--- config.mk ---
export PLATFORM = sky130hd
export DESIGN_NAME = sdmacTop
export DESIGN_NICKNAME = d
export VERILOG_FILES = /design/src/sdmacRegPkg.sv /design/src/sdmacBusPkg.sv /design/src/fifoPortIf.sv /design/src/dmaCtrlIf.sv /design/src/sdmacTop.sv /design/src/dmaFifo.sv /design/src/cpuBusSm.sv /design/src/dmaCtrlRegs.sv
export SDC_FILE = /design/constraint.sdc
export NUM_CORES = 1
export LEC_CHECK = 0
export ABC_CLOCK_PERIOD_IN_PS = 3900
export BUFFER_PORTS_ARGS = -buffer_cell sky130_fd_sc_hd__buf_4
export CELL_PAD_IN_SITES_DETAIL_PLACEMENT = 1
export CELL_PAD_IN_SITES_GLOBAL_PLACEMENT = 2
export CORE_MARGIN = 1.5
export CORE_UTILIZATION = 37
export CTS_CLUSTER_DIAMETER = 120
export CTS_CLUSTER_SIZE = 24
export DETAILED_ROUTE_END_ITERATION = 7
export GPL_ROUTABILITY_DRIVEN = 0
export PLACE_DENSITY = 0.81
export SETUP_SLACK_MARGIN = 0.05
export SLEW_MARGIN = 20
export SYNTH_ARGS = -nofsm -noshare
export SYNTH_HDL_FRONTEND = slang
export SYNTH_HIERARCHICAL = 1
export SYNTH_SLANG_ARGS = --single-unit
--- constraint.sdc ---
create_clock -name BCLK -period 3.9 [get_ports BCLK]
set_input_delay 0.585 -clock BCLK [delete_from_list [all_inputs] [get_ports BCLK]]
set_output_delay 0.585 -clock BCLK [all_outputs]
set_load 0.01 [all_outputs]
--- src/sdmacRegPkg.sv ---
package sdmacRegPkg;

    // Register addresses
    localparam logic [1:0] REG_CTRL   = 2'd0;
    localparam logic [1:0] REG_ADDR   = 2'd1;
    localparam logic [1:0] REG_STATUS = 2'd2;

    // Control register bits, DIR set means FIFO to memory
    localparam int CTRL_ENA   = 0;
    localparam int CTRL_DIR   = 1;
    localparam int CTRL_FLUSH = 2;

    // Status register, FIFO count sits in the low CNT_W bits
    localparam int STAT_FLUSHDONE = 4;

    // FIFO sizing
    localparam int CNT_W = 4;
    localparam int PTR_W = 3;
    localparam logic [CNT_W-1:0] FIFO_DEPTH  = 4'd8;
    localparam logic [CNT_W-1:0] FIFO_THRESH = 4'd4;

endpackage

--- src/sdmacBusPkg.sv ---
package sdmacBusPkg;

    // CPU bus widths
    localparam int ADDR_W = 32;
    localparam int DATA_W = 32;
    localparam int HALF_W = 16;

    // Bus master states
    typedef enum logic [2:0] {
        // Bus released and nothing to do
        stIdle,
        // BREQ out, waiting for grant
        stRequest,
        // Address, RW and SIZE1 driven
        stStart,
        // AS_ and DS_ low until DSACK or STERM
        stStrobe,
        // One idle bus cycle before the next start
        stRecover,
        // BGACK dropped here
        stRelease
    } busState_e;

    // One FIFO entry, used as a longword or as two halfwords
    typedef struct packed {
        logic [HALF_W-1:0] hi;
        logic [HALF_W-1:0] lo;
    } halfPair_s;

    typedef union packed {
        logic [DATA_W-1:0] longWord;
        halfPair_s         half;
    } dmaWord_u;

endpackage
--- src/fifoPortIf.sv ---
`timescale 1ns/1ps

interface fifoPortIf;

    // Strobes from the bus machine
    logic popToBus;
    logic pushFromBus;

    // Halfword steering
    logic selHigh;
    logic latchHigh;
    logic latchLow;

    // FIFO status
    logic                          fifoEmpty;
    logic                          fifoFull;
    logic [sdmacRegPkg::CNT_W-1:0] fifoCount;

    modport sm (
        output popToBus, pushFromBus,
        output selHigh, latchHigh, latchLow,
        input  fifoEmpty, fifoFull, fifoCount
    );

    modport fifo (
        input  popToBus, pushFromBus,
        input  selHigh, latchHigh, latchLow,
        output fifoEmpty, fifoFull, fifoCount
    );

endinterface

--- src/dmaCtrlIf.sv ---
`timescale 1ns/1ps

interface dmaCtrlIf;

    // Levels from the register block
    logic                           dmaEna;
    logic                           dmaDir;
    logic                           flush;
    logic [sdmacBusPkg::ADDR_W-1:0] curAddr;

    // Single-cycle pulses from the bus machine
    logic incAddr2;
    logic incAddr4;
    logic stopFlush;

    modport regs (
        output dmaEna, dmaDir, flush, curAddr,
        input  incAddr2, incAddr4, stopFlush
    );

    modport sm (
        input  dmaEna, dmaDir, flush, curAddr,
        output incAddr2, incAddr4, stopFlush
    );

endinterface

--- src/sdmacTop.sv ---
`timescale 1ns/1ps

module sdmacTop (
    input  logic                           BCLK,
    input  logic                           CCRESET_,
    // Register port
    input  logic                           regWr,
    input  logic [1:0]                     regAddr,
    input  logic [sdmacBusPkg::DATA_W-1:0] regWrData,
    output logic [sdmacBusPkg::DATA_W-1:0] regRdData,
    // SCSI side
    input  logic                           scsiPush,
    input  logic [sdmacBusPkg::DATA_W-1:0] scsiWrData,
    input  logic                           scsiPop,
    output logic [sdmacBusPkg::DATA_W-1:0] scsiRdData,
    // CPU bus
    output logic                           BREQ,
    output logic                           BGACK,
    input  logic                           BGRANT_,
    output logic                           AS_,
    output logic                           DS_,
    output logic                           RW,
    output logic                           SIZE1,
    output logic [sdmacBusPkg::ADDR_W-1:0] busAddr,
    output logic [sdmacBusPkg::DATA_W-1:0] busDataOut,
    input  logic [sdmacBusPkg::DATA_W-1:0] busDataIn,
    input  logic [1:0]                     DSACK_,
    input  logic                           STERM_
);

    dmaCtrlIf  ctrlBus ();
    fifoPortIf fifoBus ();

    dmaCtrlRegs regs_i (
        .BCLK      (BCLK),
        .CCRESET_  (CCRESET_),
        .regWr     (regWr),
        .regAddr   (regAddr),
        .regWrData (regWrData),
        .regRdData (regRdData),
        .fifoCount (fifoBus.fifoCount),
        .ctrl      (ctrlBus.regs)
    );

    cpuBusSm sm_i (
        .BCLK     (BCLK),
        .CCRESET_ (CCRESET_),
        .BGRANT_  (BGRANT_),
        .DSACK_   (DSACK_),
        .STERM_   (STERM_),
        .BREQ     (BREQ),
        .BGACK    (BGACK),
        .AS_      (AS_),
        .DS_      (DS_),
        .RW       (RW),
        .SIZE1    (SIZE1),
        .busAddr  (busAddr),
        .ctrl     (ctrlBus.sm),
        .fifo     (fifoBus.sm)
    );

    dmaFifo fifo_i (
        .BCLK       (BCLK),
        .CCRESET_   (CCRESET_),
        .scsiPush   (scsiPush),
        .scsiWrData (scsiWrData),
        .scsiPop    (scsiPop),
        .scsiRdData (scsiRdData),
        .busDataIn  (busDataIn),
        .busDataOut (busDataOut),
        .port       (fifoBus.fifo)
    );

endmodule

--- src/dmaFifo.sv ---
`timescale 1ns/1ps

module dmaFifo (
    input  logic                           BCLK,
    input  logic                           CCRESET_,
    input  logic                           scsiPush,
    input  logic [sdmacBusPkg::DATA_W-1:0] scsiWrData,
    input  logic                           scsiPop,
    output logic [sdmacBusPkg::DATA_W-1:0] scsiRdData,
    input  logic [sdmacBusPkg::DATA_W-1:0] busDataIn,
    output logic [sdmacBusPkg::DATA_W-1:0] busDataOut,
    fifoPortIf.fifo                        port
);

    sdmacBusPkg::dmaWord_u mem [sdmacRegPkg::FIFO_DEPTH];
    sdmacBusPkg::dmaWord_u headWord;
    // Read halfwords are assembled here before the push
    sdmacBusPkg::dmaWord_u packWord;

    logic [sdmacRegPkg::PTR_W-1:0] wrPtr;
    logic [sdmacRegPkg::PTR_W-1:0] rdPtr;
    logic [sdmacRegPkg::CNT_W-1:0] count;
    logic                          doPush;
    logic                          doPop;
    logic [sdmacBusPkg::DATA_W-1:0] pushData;

    assign port.fifoEmpty = (count == '0);
    assign port.fifoFull  = (count == sdmacRegPkg::FIFO_DEPTH);
    assign port.fifoCount = count;

    // Pushes to a full FIFO and pops from an empty one are dropped
    assign doPush   = (scsiPush || port.pushFromBus) && !port.fifoFull;
    assign doPop    = (scsiPop || port.popToBus) && !port.fifoEmpty;
    assign pushData = port.pushFromBus ? packWord.longWord : scsiWrData;

    always_ff @(posedge BCLK or negedge CCRESET_) begin
        if (!CCRESET_) begin
            wrPtr <= '0;
            rdPtr <= '0;
            count <= '0;
        end else begin
            if (doPush) begin
                wrPtr <= wrPtr + 1'b1;
            end
            if (doPop) begin
                rdPtr <= rdPtr + 1'b1;
            end
            if (doPush && !doPop) begin
                count <= count + 1'b1;
            end else if (doPop && !doPush) begin
                count <= count - 1'b1;
            end
        end
    end

    always_ff @(posedge BCLK) begin
        if (doPush) begin
            mem[wrPtr].longWord <= pushData;
        end
        // A 16-bit port returns its data on the upper lanes
        if (port.latchHigh && port.latchLow) begin
            packWord.longWord <= busDataIn;
        end else if (port.latchHigh) begin
            packWord.half.hi <= busDataIn[sdmacBusPkg::DATA_W-1:sdmacBusPkg::HALF_W];
        end else if (port.latchLow) begin
            packWord.half.lo <= busDataIn[sdmacBusPkg::DATA_W-1:sdmacBusPkg::HALF_W];
        end
    end

    assign headWord   = mem[rdPtr];
    assign scsiRdData = headWord.longWord;

    // Low half goes out on both lanes for the second halfword cycle
    assign busDataOut = port.selHigh ? headWord.longWord :
                        {headWord.half.lo, headWord.half.lo};

endmodule

--- src/cpuBusSm.sv ---
`timescale 1ns/1ps

module cpuBusSm (
    input  logic                           BCLK,
    input  logic                           CCRESET_,
    input  logic                           BGRANT_,
    input  logic [1:0]                     DSACK_,
    input  logic                           STERM_,
    output logic                           BREQ,
    output logic                           BGACK,
    output logic                           AS_,
    output logic                           DS_,
    output logic                           RW,
    output logic                           SIZE1,
    output logic [sdmacBusPkg::ADDR_W-1:0] busAddr,
    dmaCtrlIf.sm                           ctrl,
    fifoPortIf.sm                          fifo
);

    sdmacBusPkg::busState_e state;

    // Bus inputs after one BCLK register
    logic       grantSync_;
    logic [1:0] dsackSync_;
    logic       stermSync_;

    // Set while the low half of a longword is still to go
    logic halfFlag;
    // Port size seen at the last termination
    logic port16;

    logic termSeen;
    logic port32;
    logic halfCyc;
    logic capture;
    logic startCond;
    logic flushEmpty;
    logic moreToWrite;
    logic roomToRead;
    logic keepGoing;
    logic [sdmacRegPkg::CNT_W-1:0] popExt;
    logic [sdmacRegPkg::CNT_W-1:0] pushExt;

    always_ff @(posedge BCLK or negedge CCRESET_) begin
        if (!CCRESET_) begin
            grantSync_ <= 1'b1;
            dsackSync_ <= 2'b11;
            stermSync_ <= 1'b1;
        end else begin
            grantSync_ <= BGRANT_;
            dsackSync_ <= DSACK_;
            stermSync_ <= STERM_;
        end
    end

    // Termination decode, both DSACK_ low or STERM_ means a 32-bit port
    assign termSeen = !stermSync_ || (dsackSync_ != 2'b11);
    assign port32   = !stermSync_ || (dsackSync_ == 2'b00);
    assign halfCyc  = !port32 || halfFlag;

    // Read data is taken in the cycle the termination shows up
    assign capture        = (state == sdmacBusPkg::stStrobe) && !AS_ && termSeen && RW;
    assign fifo.latchHigh = capture && !halfFlag;
    assign fifo.latchLow  = capture && (halfFlag || !halfCyc);
    assign fifo.selHigh   = !halfFlag;

    assign startCond = ctrl.dmaEna && (ctrl.dmaDir ?
        ((fifo.fifoCount >= sdmacRegPkg::FIFO_THRESH) || (ctrl.flush && !fifo.fifoEmpty)) :
        !fifo.fifoFull);
    assign flushEmpty = ctrl.dmaEna && ctrl.dmaDir && ctrl.flush && fifo.fifoEmpty;

    // Look ahead past the pop or push still in flight during recover
    assign popExt      = {{(sdmacRegPkg::CNT_W-1){1'b0}}, fifo.popToBus};
    assign pushExt     = {{(sdmacRegPkg::CNT_W-1){1'b0}}, fifo.pushFromBus};
    assign moreToWrite = (fifo.fifoCount - popExt) != '0;
    assign roomToRead  = (fifo.fifoCount + pushExt) < sdmacRegPkg::FIFO_DEPTH;
    assign keepGoing   = ctrl.dmaEna && (RW ? roomToRead : moreToWrite);

    always_ff @(posedge BCLK or negedge CCRESET_) begin
        if (!CCRESET_) begin
            state            <= sdmacBusPkg::stIdle;
            BREQ             <= 1'b0;
            BGACK            <= 1'b0;
            AS_              <= 1'b1;
            DS_              <= 1'b1;
            RW               <= 1'b1;
            SIZE1            <= 1'b0;
            busAddr          <= '0;
            halfFlag         <= 1'b0;
            port16           <= 1'b0;
            ctrl.incAddr2    <= 1'b0;
            ctrl.incAddr4    <= 1'b0;
            ctrl.stopFlush   <= 1'b0;
            fifo.popToBus    <= 1'b0;
            fifo.pushFromBus <= 1'b0;
        end else begin
            ctrl.incAddr2    <= 1'b0;
            ctrl.incAddr4    <= 1'b0;
            ctrl.stopFlush   <= 1'b0;
            fifo.popToBus    <= 1'b0;
            fifo.pushFromBus <= 1'b0;

            case (state)
                sdmacBusPkg::stIdle: begin
                    if (startCond) begin
                        BREQ  <= 1'b1;
                        state <= sdmacBusPkg::stRequest;
                    end else if (flushEmpty && !ctrl.stopFlush) begin
                        // Flush with nothing left to move
                        ctrl.stopFlush <= 1'b1;
                    end
                end
                sdmacBusPkg::stRequest: begin
                    if (!grantSync_) begin
                        BREQ  <= 1'b0;
                        BGACK <= 1'b1;
                        state <= sdmacBusPkg::stStart;
                    end
                end
                sdmacBusPkg::stStart: begin
                    busAddr <= ctrl.curAddr;
                    SIZE1   <= halfFlag || port16;
                    // Direction is frozen for the second half
                    if (!halfFlag) begin
                        RW <= !ctrl.dmaDir;
                    end
                    state <= sdmacBusPkg::stStrobe;
                end
                sdmacBusPkg::stStrobe: begin
                    if (AS_) begin
                        AS_ <= 1'b0;
                        DS_ <= 1'b0;
                    end else if (termSeen) begin
                        AS_    <= 1'b1;
                        DS_    <= 1'b1;
                        port16 <= !port32;
                        state  <= sdmacBusPkg::stRecover;
                        if (!halfCyc) begin
                            ctrl.incAddr4    <= 1'b1;
                            fifo.pushFromBus <= RW;
                            fifo.popToBus    <= !RW;
                        end else begin
                            ctrl.incAddr2 <= 1'b1;
                            halfFlag      <= !halfFlag;
                            // Longword done after the low half
                            if (halfFlag) begin
                                fifo.pushFromBus <= RW;
                                fifo.popToBus    <= !RW;
                            end
                        end
                    end
                end
                sdmacBusPkg::stRecover: begin
                    if (halfFlag || keepGoing) begin
                        state <= sdmacBusPkg::stStart;
                    end else begin
                        state <= sdmacBusPkg::stRelease;
                    end
                end
                sdmacBusPkg::stRelease: begin
                    BGACK <= 1'b0;
                    state <= sdmacBusPkg::stIdle;
                    if (flushEmpty) begin
                        ctrl.stopFlush <= 1'b1;
                    end
                end
                default: begin
                    state <= sdmacBusPkg::stIdle;
                end
            endcase
        end
    end

endmodule

--- src/dmaCtrlRegs.sv ---
`timescale 1ns/1ps

module dmaCtrlRegs (
    input  logic                           BCLK,
    input  logic                           CCRESET_,
    input  logic                           regWr,
    input  logic [1:0]                     regAddr,
    input  logic [sdmacBusPkg::DATA_W-1:0] regWrData,
    output logic [sdmacBusPkg::DATA_W-1:0] regRdData,
    input  logic [sdmacRegPkg::CNT_W-1:0]  fifoCount,
    dmaCtrlIf.regs                         ctrl
);

    logic flushDone;
    logic ctrlWr;
    logic addrWr;

    assign ctrlWr = regWr && (regAddr == sdmacRegPkg::REG_CTRL);
    assign addrWr = regWr && (regAddr == sdmacRegPkg::REG_ADDR);

    always_ff @(posedge BCLK or negedge CCRESET_) begin
        if (!CCRESET_) begin
            ctrl.dmaEna  <= 1'b0;
            ctrl.dmaDir  <= 1'b0;
            ctrl.flush   <= 1'b0;
            ctrl.curAddr <= '0;
            flushDone    <= 1'b0;
        end else begin
            // Flush finished on the bus side
            if (ctrl.stopFlush) begin
                ctrl.flush <= 1'b0;
                flushDone  <= 1'b1;
            end
            // A CPU write to the control register wins over stopFlush
            if (ctrlWr) begin
                ctrl.dmaEna <= regWrData[sdmacRegPkg::CTRL_ENA];
                ctrl.dmaDir <= regWrData[sdmacRegPkg::CTRL_DIR];
                ctrl.flush  <= regWrData[sdmacRegPkg::CTRL_FLUSH];
                if (regWrData[sdmacRegPkg::CTRL_FLUSH]) begin
                    flushDone <= 1'b0;
                end
            end
            // Address counter
            if (addrWr) begin
                ctrl.curAddr <= regWrData;
            end else if (ctrl.incAddr4) begin
                ctrl.curAddr <= ctrl.curAddr + 'd4;
            end else if (ctrl.incAddr2) begin
                ctrl.curAddr <= ctrl.curAddr + 'd2;
            end
        end
    end

    // Read mux
    always_comb begin
        regRdData = '0;
        case (regAddr)
            sdmacRegPkg::REG_CTRL: begin
                regRdData[sdmacRegPkg::CTRL_ENA]   = ctrl.dmaEna;
                regRdData[sdmacRegPkg::CTRL_DIR]   = ctrl.dmaDir;
                regRdData[sdmacRegPkg::CTRL_FLUSH] = ctrl.flush;
            end
            sdmacRegPkg::REG_ADDR: begin
                regRdData = ctrl.curAddr;
            end
            sdmacRegPkg::REG_STATUS: begin
                regRdData[sdmacRegPkg::CNT_W-1:0]      = fifoCount;
                regRdData[sdmacRegPkg::STAT_FLUSHDONE] = flushDone;
            end
            default: begin
                regRdData = '0;
            end
        endcase
    end

endmodule

# --- Yosys cells after proc, flatten, opt, wreduce, memory -nomap -nowiden ---
# Memory sizes are Yosys's and may differ from the RTL's.
# Cells that the tools add are included.
word_totals:
  ff_bits: 130
  ram_bits: 256
  mem_count: 1
  input_bits: 107
  elab_cells: 176
memory_table:
  columns: ["memory", "words", "word_bits", "rd", "rd_ports_with_merged_regs", "write_ports", "line_no", "text"]
  rows:
  - ["fifo_i.mem", 8, 32, 1, 0, 1, "dmaFifo.sv:15", "sdmacBusPkg::dmaWord_u mem [sdmacRegPkg::FIFO_DEPTH];"]
classes:
  reduce_logical: 61
  n_eq_ne: 14
  bitwise_logic: 2
  n_addsub: 8
  order_cmp: 2
  n_mux: 60
ops:
  columns: ["cell", "count"]
  rows:
  - ["2-to-1 mux 32 bit", 6]
  - ["2-to-1 mux 16 bit", 3]
  - ["2-to-1 mux 1 bit", 37]
  - ["adder 32 x 2 -> 32 bit, second input constant", 1]
  - ["adder 32 x 3 -> 32 bit, second input constant", 1]
  - ["2-to-1 mux 27 bit", 1]
  - ["logical AND 1 bit", 19]
  - ["2-to-1 mux 3 bit", 5]
  - ["one-hot mux 3 bit (5 select lines)", 1]
  - ["nonzero test 2 bit", 7]
  - ["logical NOT 1 bit", 12]
  - ["logical OR 1 bit", 9]
  - ["one-hot mux 3 bit (3 select lines)", 1]
  - ["2-to-1 mux 4 bit", 2]
  - ["inequality test 2 bit, second input constant", 4]
  - ["AND reduction 2 bit", 4]
  - ["AND reduction 4 bit", 2]
  - ["adder 3 x 1 -> 3 bit, second input constant", 2]
  - ["equality test 3 x 2 -> 1 bit, second input constant", 2]
  - ["equality test 3 bit, second input constant", 2]
  - ["one-hot mux 1 bit (2 select lines)", 3]
  - ["AND reduction 3 bit", 2]
  - ["adder 4 x 1 -> 4 bit", 1]
  - ["adder 4 x 1 -> 4 bit, second input constant", 1]
  - ["16 further kinds", 19]

# --- Longest topological paths before layout ---
# Gate-level depths: netlist of run 1.
depth:
  depth_word: 10
  mapped_depth: 10
  mapped_depth_nobuf: 10

# --- Hierarchy ---
# The synthesis of run 1 kept the hierarchy.
by_module_without_submodules:
  columns: ["module", "area_per_inst_um2", "cells_each", "instances"]
  rows:
  - ["dmaFifo", 12258.0, 555, 1]
  - ["dmaCtrlRegs", 2519.9, 300, 1]
  - ["cpuBusSm", 2114.5, 228, 1]

# --- Worst setup path after synthesis of run 1 ---
# No wires, ideal clock.
synth_timing:
  kind: "input -> register"
  from: "in scsiPush"
  to: "mem fifo_i/mem[1][0] in the netlist's numbering, enable pin"
  setup_time_ps: 461
  arrival_time_ps: 3339
  path_stages: 4
  slack_ps: 100
  required_ps: 3439
  path_cell_list: "nor2_1 a21oi_1 nand2_1 nor3_1"
synth_via:
  elab_chain_cells: 4
synth_lines:
  columns: ["element", "line_no", "text"]
  rows:
  - ["start, declared", "sdmacTop.sv:12", "input logic scsiPush,"]
  - ["logical OR 1 bit", "dmaFifo.sv:32", "assign doPush = (scsiPush || port.pushFromBus) && !port.fifoFull;"]
  - ["logical AND 1 bit", "dmaFifo.sv:32", null]
  - ["named net fifo_i.doPush", "dmaFifo.sv:23", "logic doPush;"]
  - ["2-to-1 mux 1 bit", "dmaFifo.sv:57", "if (doPush) begin"]
  - ["2-to-1 mux 1 bit (implied by the code)", "dmaFifo.sv:58", "mem[wrPtr].longWord <= pushData;"]
  - ["end, declared", "dmaFifo.sv:15", null]
# The timed path passes the listed nets, and every way through them passes these cells.

# --- Worst setup path in the final report of run 1 ---
layout_timing:
  from: "reg fifo_i/rdPtr[0] in the netlist's numbering"
  to: "out busDataOut[21] in the netlist's numbering"
layout_via:
  elab_chain_cells: 2
layout_lines:
  columns: ["element", "line_no", "text"]
  rows:
  - ["start, declared", "dmaFifo.sv:21", "logic [sdmacRegPkg::PTR_W-1:0] rdPtr;"]
  - ["start signal, assigned", "dmaFifo.sv:46", "rdPtr <= rdPtr + 1'b1;"]
  - ["memory read (8 x 32 bit)", null, null]
  - ["2-to-1 mux 32 bit", "dmaFifo.sv:74", "assign busDataOut = port.selHigh ? headWord.longWord :"]
  - ["end, declared", "sdmacTop.sv:25", "output logic [sdmacBusPkg::DATA_W-1:0] busDataOut,"]
# Every way passes these cells.

==> results of run 1 <==
-- state kept, by name, summed over array words and instances, names as in the netlist, 2 cells and up --
| name | count |
|---|---|
| fifo_i/mem | 256 |
| fifo_i/packWord | 32 |
| regs_i/ctrl.curAddr | 32 |
| sm_i/busAddr | 32 |
| fifo_i/port.fifoCount | 4 |
| fifo_i/rdPtr | 3 |
| fifo_i/wrPtr | 3 |
| sm_i/state | 3 |
| sm_i/dsackSync_ | 2 |
-- cells in the mapped netlist, types with 10 or more instances --
master / n / area share
clkbuf_1: 28 / 0.0062
or4_1: 11 / 0.0049
o31ai_1: 13 / 0.0058
ha_1: 12 / 0.0089
inv_1: 12 / 0.0027
nor2_1: 42 / 0.0093
a21oi_1: 11 / 0.0033
xnor2_1: 12 / 0.0062
o21ai_0: 20 / 0.0059
and2_1: 28 / 0.010
nand3_1: 20 / 0.0059
mux4_1: 47 / 0.073
nor3_1: 17 / 0.0050
buf_2: 10 / 0.0030
buf_4: 16 / 0.0071
mux2_2: 102 / 0.068
edfxtp_1: 288 / 0.51
nand2_1: 149 / 0.033
a31oi_1: 15 / 0.0056
nand4_1: 14 / 0.0052
mux4_2: 17 / 0.023
dfrtp_1: 91 / 0.13
-- stage by stage --
stage | power [mW] | instance area [um^2] | hold slack (ns)
detailed placement | 11.9 | 19300 | 0.468
CTS | 14.2 | 19900 | 0.0966
finish | 14.0 | 19900 | 0.125
floorplan | 9.39 | 16900 | 0.289
global route | 14.7 | 19900 | 0.0952
global placement | 11.6 | 19300 | 0.460
-- worst max-delay path: stages (launching register included) --
cell	delay, ns
dfrtp_4	0.86
buf_4	0.35
mux4_1	0.59
mux2_2	0.30
mux2_2	0.27
buf_4	0.14
-- how the worst max path moves through the flow --
| stage | start | end | depth (start not counted) |
|---|---|---|---|
| global placement | fifo_i/rdPtr[0] | busDataOut[18] | 5 |
| global route | fifo_i/rdPtr[0] | busDataOut[21] | 5 |
| detailed placement | fifo_i/rdPtr[0] | busDataOut[21] | 5 |
| floorplan | scsiPush | fifo_i/mem[1][0] | 4 |
| CTS | fifo_i/rdPtr[0] | busDataOut[21] | 5 |
| finish | fifo_i/rdPtr[0] | busDataOut[21] | 5 |
-- report_power, final --
group	total (mW)	leakage (nW)	internal, mW	switching (mW)
Sequential	6.07	3.77	5.33	0.736
Clock	2.32	0.279	0.995	1.32
Combinational	5.61	3.42	2.76	2.85
Total	14.0	7.48	9.09	4.91
-- area by class of cell --
| type | count | share of cell area |
|---|---|---|
| sequential | 386 | 0.559 |
| multi-input combinational | 616 | 0.269 |
| timing repair buffer | 268 | 0.103 |
| tap | 600 | 0.0377 |
| clock buffer | 32 | 0.0274 |
| inverter | 12 | 0.00226 |
| clock inverter | 3 | 0.00208 |
| antenna | 1 | 0.000126 |
-- kinds of logic (layout without fill, tap and decap cells) --
kind of cell             count (synthesis)  after routing
AO/OA/AOI/OAI                           96             96
adder cells (fa/ha/maj)                 13             13
buffers and inverters                   81            315
multiplexers                           168            168
AND/OR/NAND/NOR                        322            322
other                                    0              1
flip-flops                             386            386
XOR/XNOR                                17             17
-- per-layer routing --
metal | track usage | vias to the layer above | wire length (um)
met5 | 0 | - | 48
met4 | 0.0361 | 6 | 537
li1 | - | 4591 | -
met3 | 0.0407 | 35 | 2560
met2 | 0.324 | 240 | 22000
met1 | 0.238 | 5224 | 18700
==> impl_metrics.json, run 1 <==
{
  "status": "completed",
  "start_kind": "flip-flop",
  "synth_edf_count": 288,
  "cts_setup_buffers": 0,
  "hold_path_end": "sm_i/dsackSync_[1]",
  "stdcell_count": 1918,
  "synth_cell_type_count": 68,
  "die_w_um": 217,
  "firstDrtPassIters": 4,
  "max_freq_mhz": 274,
  "antenna_found_initial": 4,
  "r2r_slack_ns": 0.95,
  "cts_hold_buf": 0,
  "yosysWarnings": 6,
  "netlist_area_um2": 16900,
  "clk_latency_ns": 0.56,
  "layout-drive-gt1-share": 0.335,
  "core-area_um2": 45200,
  "numPortBuffers": 240,
  "dp.cells": 1882,
  "setup_viol": 0,
  "wire_per_inst_um": 22.9,
  "grt_max_degree": 65,
  "syn_nets": 1203,
  "drv_cap": 0,
  "routed_wl_mm": 43.9,
  "skew_ns": 0.0245,
  "worst-r2r-cell-count": 9,
  "grt_usage": 0.186,
  "power_density_nw_per_um2": 704,
  "synthArstFlopShare": 0.254,
  "finalMaxSlewViolations": 0,
  "finalNetCount": 1424,
  "hold_path.class": "input pin to flip-flop",
  "critPathArrivalTime_ns": 3.06,
  "cp.required_ns": 3.31,
  "path_clk_slew_ns": 0.10,
  "synth-seq-area-share": 0.658,
  "multiInputGateArea_um2": 5340,
  "regArea_um2": 11100,
  "fillCellCount": 4542,
  "finalCritPeriodShare": 0.935,
  "syn_to_final_growth_pct": 17.8,
  "viasPerCell": 5.26,
  "synth_mux_area_frac": 0.165,
  "ios": 241,
  "rsz0062_at_grt": "false",
  "dp_slack_ns": 0.815,
  "synthSimpleGateAreaFrac": 0.0918,
  "ant_nets": 0,
  "num_vias": 10100,
  "route.detailed.drc": 0,
  "fp.dieArea_um2": 46900,
  "initial_core_util": 0.374,
  "synth_top_family_by_area": "multiplexers",
  "slew_headroom": 0.403,
  "vdd_ir_drop_max_v": 0.000375,
  "drtIter0Drc": 573,
  "die_h_um": 217,
  "grt_pass1_vias": 10800,
  "fin_setup_tns_ns": 0,
  "rows": 78,
  "hp-start": "DSACK_[1]",
  "rr_startpoint": "fifo_i/port.fifoCount[0]",
  "synth_area_per_cell_um2": 15.6,
  "crit_fanout": 33,
  "leakagePower_nw": 7.48,
  "ys_ff_latch": 386,
  "synth_compound_area_frac": 0.0384,
  "whs_path_depth": 1,
  "cts_buffers": 20,
  "critPathKind": "flip-flop to output pin",
  "hold_violations": 0,
  "fin_util": 0.440,
  "rr_endpoint": "fifo_i/port.fifoCount[3]",
  "tightest_slew_ns": 0.888,
  "synth_xor_area_frac": 0.00881,
  "grt_pass1_wl_mm": 66.2,
  "synth_cells": 1083,
  "cts_resized": 0,
  "cts_tree": "done",
  "ctsHtreeMaxLevel": 1,
  "clock_sinks": 386,
  "dpl.hpwl_mm": 29.6,
  "root_buffer": "clkbuf_16",
  "layout_setup_ws_ns": 0.254,
  "overflow": 0,
  "synthFlopType": "edfxtp_1",
  "cts_max_path_buffers": 3,
  "final_common_cell": "edfxtp_1",
  "cp-end-kind": "output pin",
  "final_cell_mix": "edfxtp_1, buf_4, nand2_1, mux2_2, dfrtp_1",
  "synthAdderAreaFrac": 0.0101,
  "min_period_ns": 3.65
}
(Power assumes the default switching activity.)
==> inputs of run 2 (changes only) <==
--- a/config.mk
+++ b/config.mk
@@ -5,17 +5,17 @@
 export SDC_FILE = /design/constraint.sdc
 export NUM_CORES = 1
 export LEC_CHECK = 0
-export ABC_CLOCK_PERIOD_IN_PS = 3900
+export ABC_CLOCK_PERIOD_IN_PS = 4300
 export BUFFER_PORTS_ARGS = -buffer_cell sky130_fd_sc_hd__buf_4
 export CELL_PAD_IN_SITES_DETAIL_PLACEMENT = 1
 export CELL_PAD_IN_SITES_GLOBAL_PLACEMENT = 2
 export CORE_MARGIN = 1.5
-export CORE_UTILIZATION = 37
+export CORE_UTILIZATION = 44
 export CTS_CLUSTER_DIAMETER = 120
 export CTS_CLUSTER_SIZE = 24
 export DETAILED_ROUTE_END_ITERATION = 7
 export GPL_ROUTABILITY_DRIVEN = 0
-export PLACE_DENSITY = 0.81
+export PLACE_DENSITY = 0.9
 export SETUP_SLACK_MARGIN = 0.05
 export SLEW_MARGIN = 20
 export SYNTH_ARGS = -nofsm -noshare
==> constraint.sdc (replaced) <==
create_clock -name BCLK -period 4.3 [get_ports BCLK]
set_input_delay 0.645 -clock BCLK [delete_from_list [all_inputs] [get_ports BCLK]]
set_output_delay 0.645 -clock BCLK [all_outputs]
set_load 0.01 [all_outputs]
==> impl_metrics.json, run 2 (synthesis results as in run 1) <==
{
  "cts_tree": "done",
  "ant_nets": 0,
  "finalCritPeriodShare": 0.896,
  "route.detailed.drc": 0,
  "ios": 241,
  "finalMaxSlewViolations": 0,
  "power_density_nw_per_um2": 646,
  "syn_to_final_growth_pct": 16.7,
  "cts_max_path_buffers": 3,
  "slew_headroom": 0.287,
  "root_buffer": "clkbuf_16",
  "drtIter0Drc": 604,
  "critPathArrivalTime_ns": 3.21,
  "grt_usage": 0.224,
  "wl_met3_mm": 2.95,
  "dr_wl_met2_mm": 22.4,
  "numPortBuffers": 240,
  "cts_setup_buffers": 0,
  "path_clk_slew_ns": 0.10,
  "critPathKind": "flip-flop to output pin",
  "cpLargestDelayFamily": "multiplexers",
  "drv_cap": 0,
  "cp-end-kind": "output pin",
  "num_vias": 10200,
  "largest_register_ffs": 256,
  "finalNetCount": 1416,
  "fin_setup_tns_ns": 0,
  "cp_cell_sequence": "buf_12 -> mux4_1 -> mux2_2 -> mux2_2 -> buf_4",
  "cp.required_ns": 3.65,
  "dpl.hpwl_mm": 30.3,
  "clk_latency_ns": 0.54,
  "setup_viol": 0,
  "critPathMaxStageDelay_ns": 0.93,
  "tightest_slew_ns": 1.07,
  "met1Wirelength_mm": 18.1,
  "rows": 71,
  "top_register": "fifo_i/mem",
  "hold_path.class": "input pin to flip-flop",
  "core-area_um2": 37800,
  "final_cell_mix": "edfxtp_1, buf_4, nand2_1, mux2_2, dfrtp_1",
  "crit_buf_inv": 2,
  "max_freq_mhz": 260,
  "layout-drive-gt1-share": 0.332,
  "overflow": 0,
  "final_common_cell": "edfxtp_1",
  "path_common_cell": "mux2_2",
  "leakagePower_nw": 7.44,
  "grt_pass1_vias": 10900,
  "cp_slowest_cell": "dfrtp_4",
  "viasPerCell": 5.64,
  "clock_sinks": 386,
  "grt_pass1_wl_mm": 66.5,
  "ctsHtreeMaxLevel": 1,
  "status": "completed",
  "vdd_ir_drop_max_v": 0.000337,
  "fp.dieArea_um2": 39600,
  "maxUsedRoutingLayer": "met4",
  "crit_fanout": 41,
  "routed_wl_mm": 44.5,
  "firstDrtPassIters": 5,
  "cts_hold_buf": 0,
  "antenna_found_initial": 0,
  "power_mw": 12.7,
  "fin_util": 0.522,
  "rsz0062_at_grt": "false",
  "skew_ns": 0.0265,
  "hold_violations": 0,
  "min_period_ns": 3.85,
  "fillCellCount": 3676,
  "die_w_um": 199,
  "start_kind": "flip-flop",
  "wire_per_inst_um": 24.6,
  "antenna_cells_inserted": 0,
  "cts_resized": 0,
  "cts_buffers": 20,
  "initial_core_util": 0.447,
  "die_h_um": 199,
  "grt_max_degree": 75
}
[run 2: changes by cell type in the layout (fill, tap and decap cells not counted)]
cell       previous run  this run
clkbuf_16            20        21
nor2_4                0         2
nor2_2                7         5
diode_2               1         0
clkbuf_1             12         6
buf_4               265       257
inv_6                 1         0
clkinv_8              1         0
clkinv_4              0         1
[run 2: where the power goes]
part / leakage, nW / internal [mW] / total, mW / switching [mW]
logic: 3.38 / 2.48 / 5.18 / 2.70
clock network: 0.277 / 0.910 / 2.07 / 1.16
registers: 3.77 / 4.84 / 5.49 / 0.650
total: 7.44 / 8.22 / 12.7 / 4.51
[run 2: metrics by stage]
step / cells / hold slack (ns) / area (um^2) / worst slack [ns]
floorplan: 1083 / 0.349 / 16900 / 0.440
global placement: 1785 / 0.460 / 19100 / 1.10
detailed placement: 1785 / 0.463 / 19100 / 1.03
CTS: 1814 / 0.184 / 19700 / 0.438
global route: 1814 / 0.180 / 19700 / 0.322
finish: 1814 / 0.205 / 19700 / 0.448
[run 2: layout make-up]
| class | count | area, um^2 | area share |
|---|---|---|---|
| clock buffer | 27 | 548 | 0.0278 |
| tap | 511 | 639 | 0.0324 |
| multi-input combinational | 616 | 5350 | 0.272 |
| timing repair buffer | 260 | 1990 | 0.101 |
| clock inverter | 2 | 25.0 | 0.00127 |
| inverter | 12 | 45.0 | 0.00228 |
| sequential | 386 | 11100 | 0.564 |
[run 2: layer usage]
layer	vias to the layer above	track usage
li1	4569	-
met1	5283	0.288
met2	322	0.389
met3	61	0.0432
met4	0	0.0620
met5	-	0
[run 2: path summary, 6_finish.rpt]
path | from | to | slack (ns) | cells after the start
max in group asynchronous | CCRESET_ | sm_i/busAddr[17] | 3.12 | 2
max reg2reg | sm_i/dsackSync_[1] | fifo_i/packWord[12] | 1.16 | 6
min reg2reg | sm_i/busAddr[0] | sm_i/busAddr[0] | 0.49 | 2
max | fifo_i/rdPtr[0] | busDataOut[23] | 0.45 | 5
min | DSACK_[0] | sm_i/dsackSync_[0] | 0.21 | 1
min in group asynchronous | CCRESET_ | regs_i/ctrl.curAddr[8] | 0.24 | 1
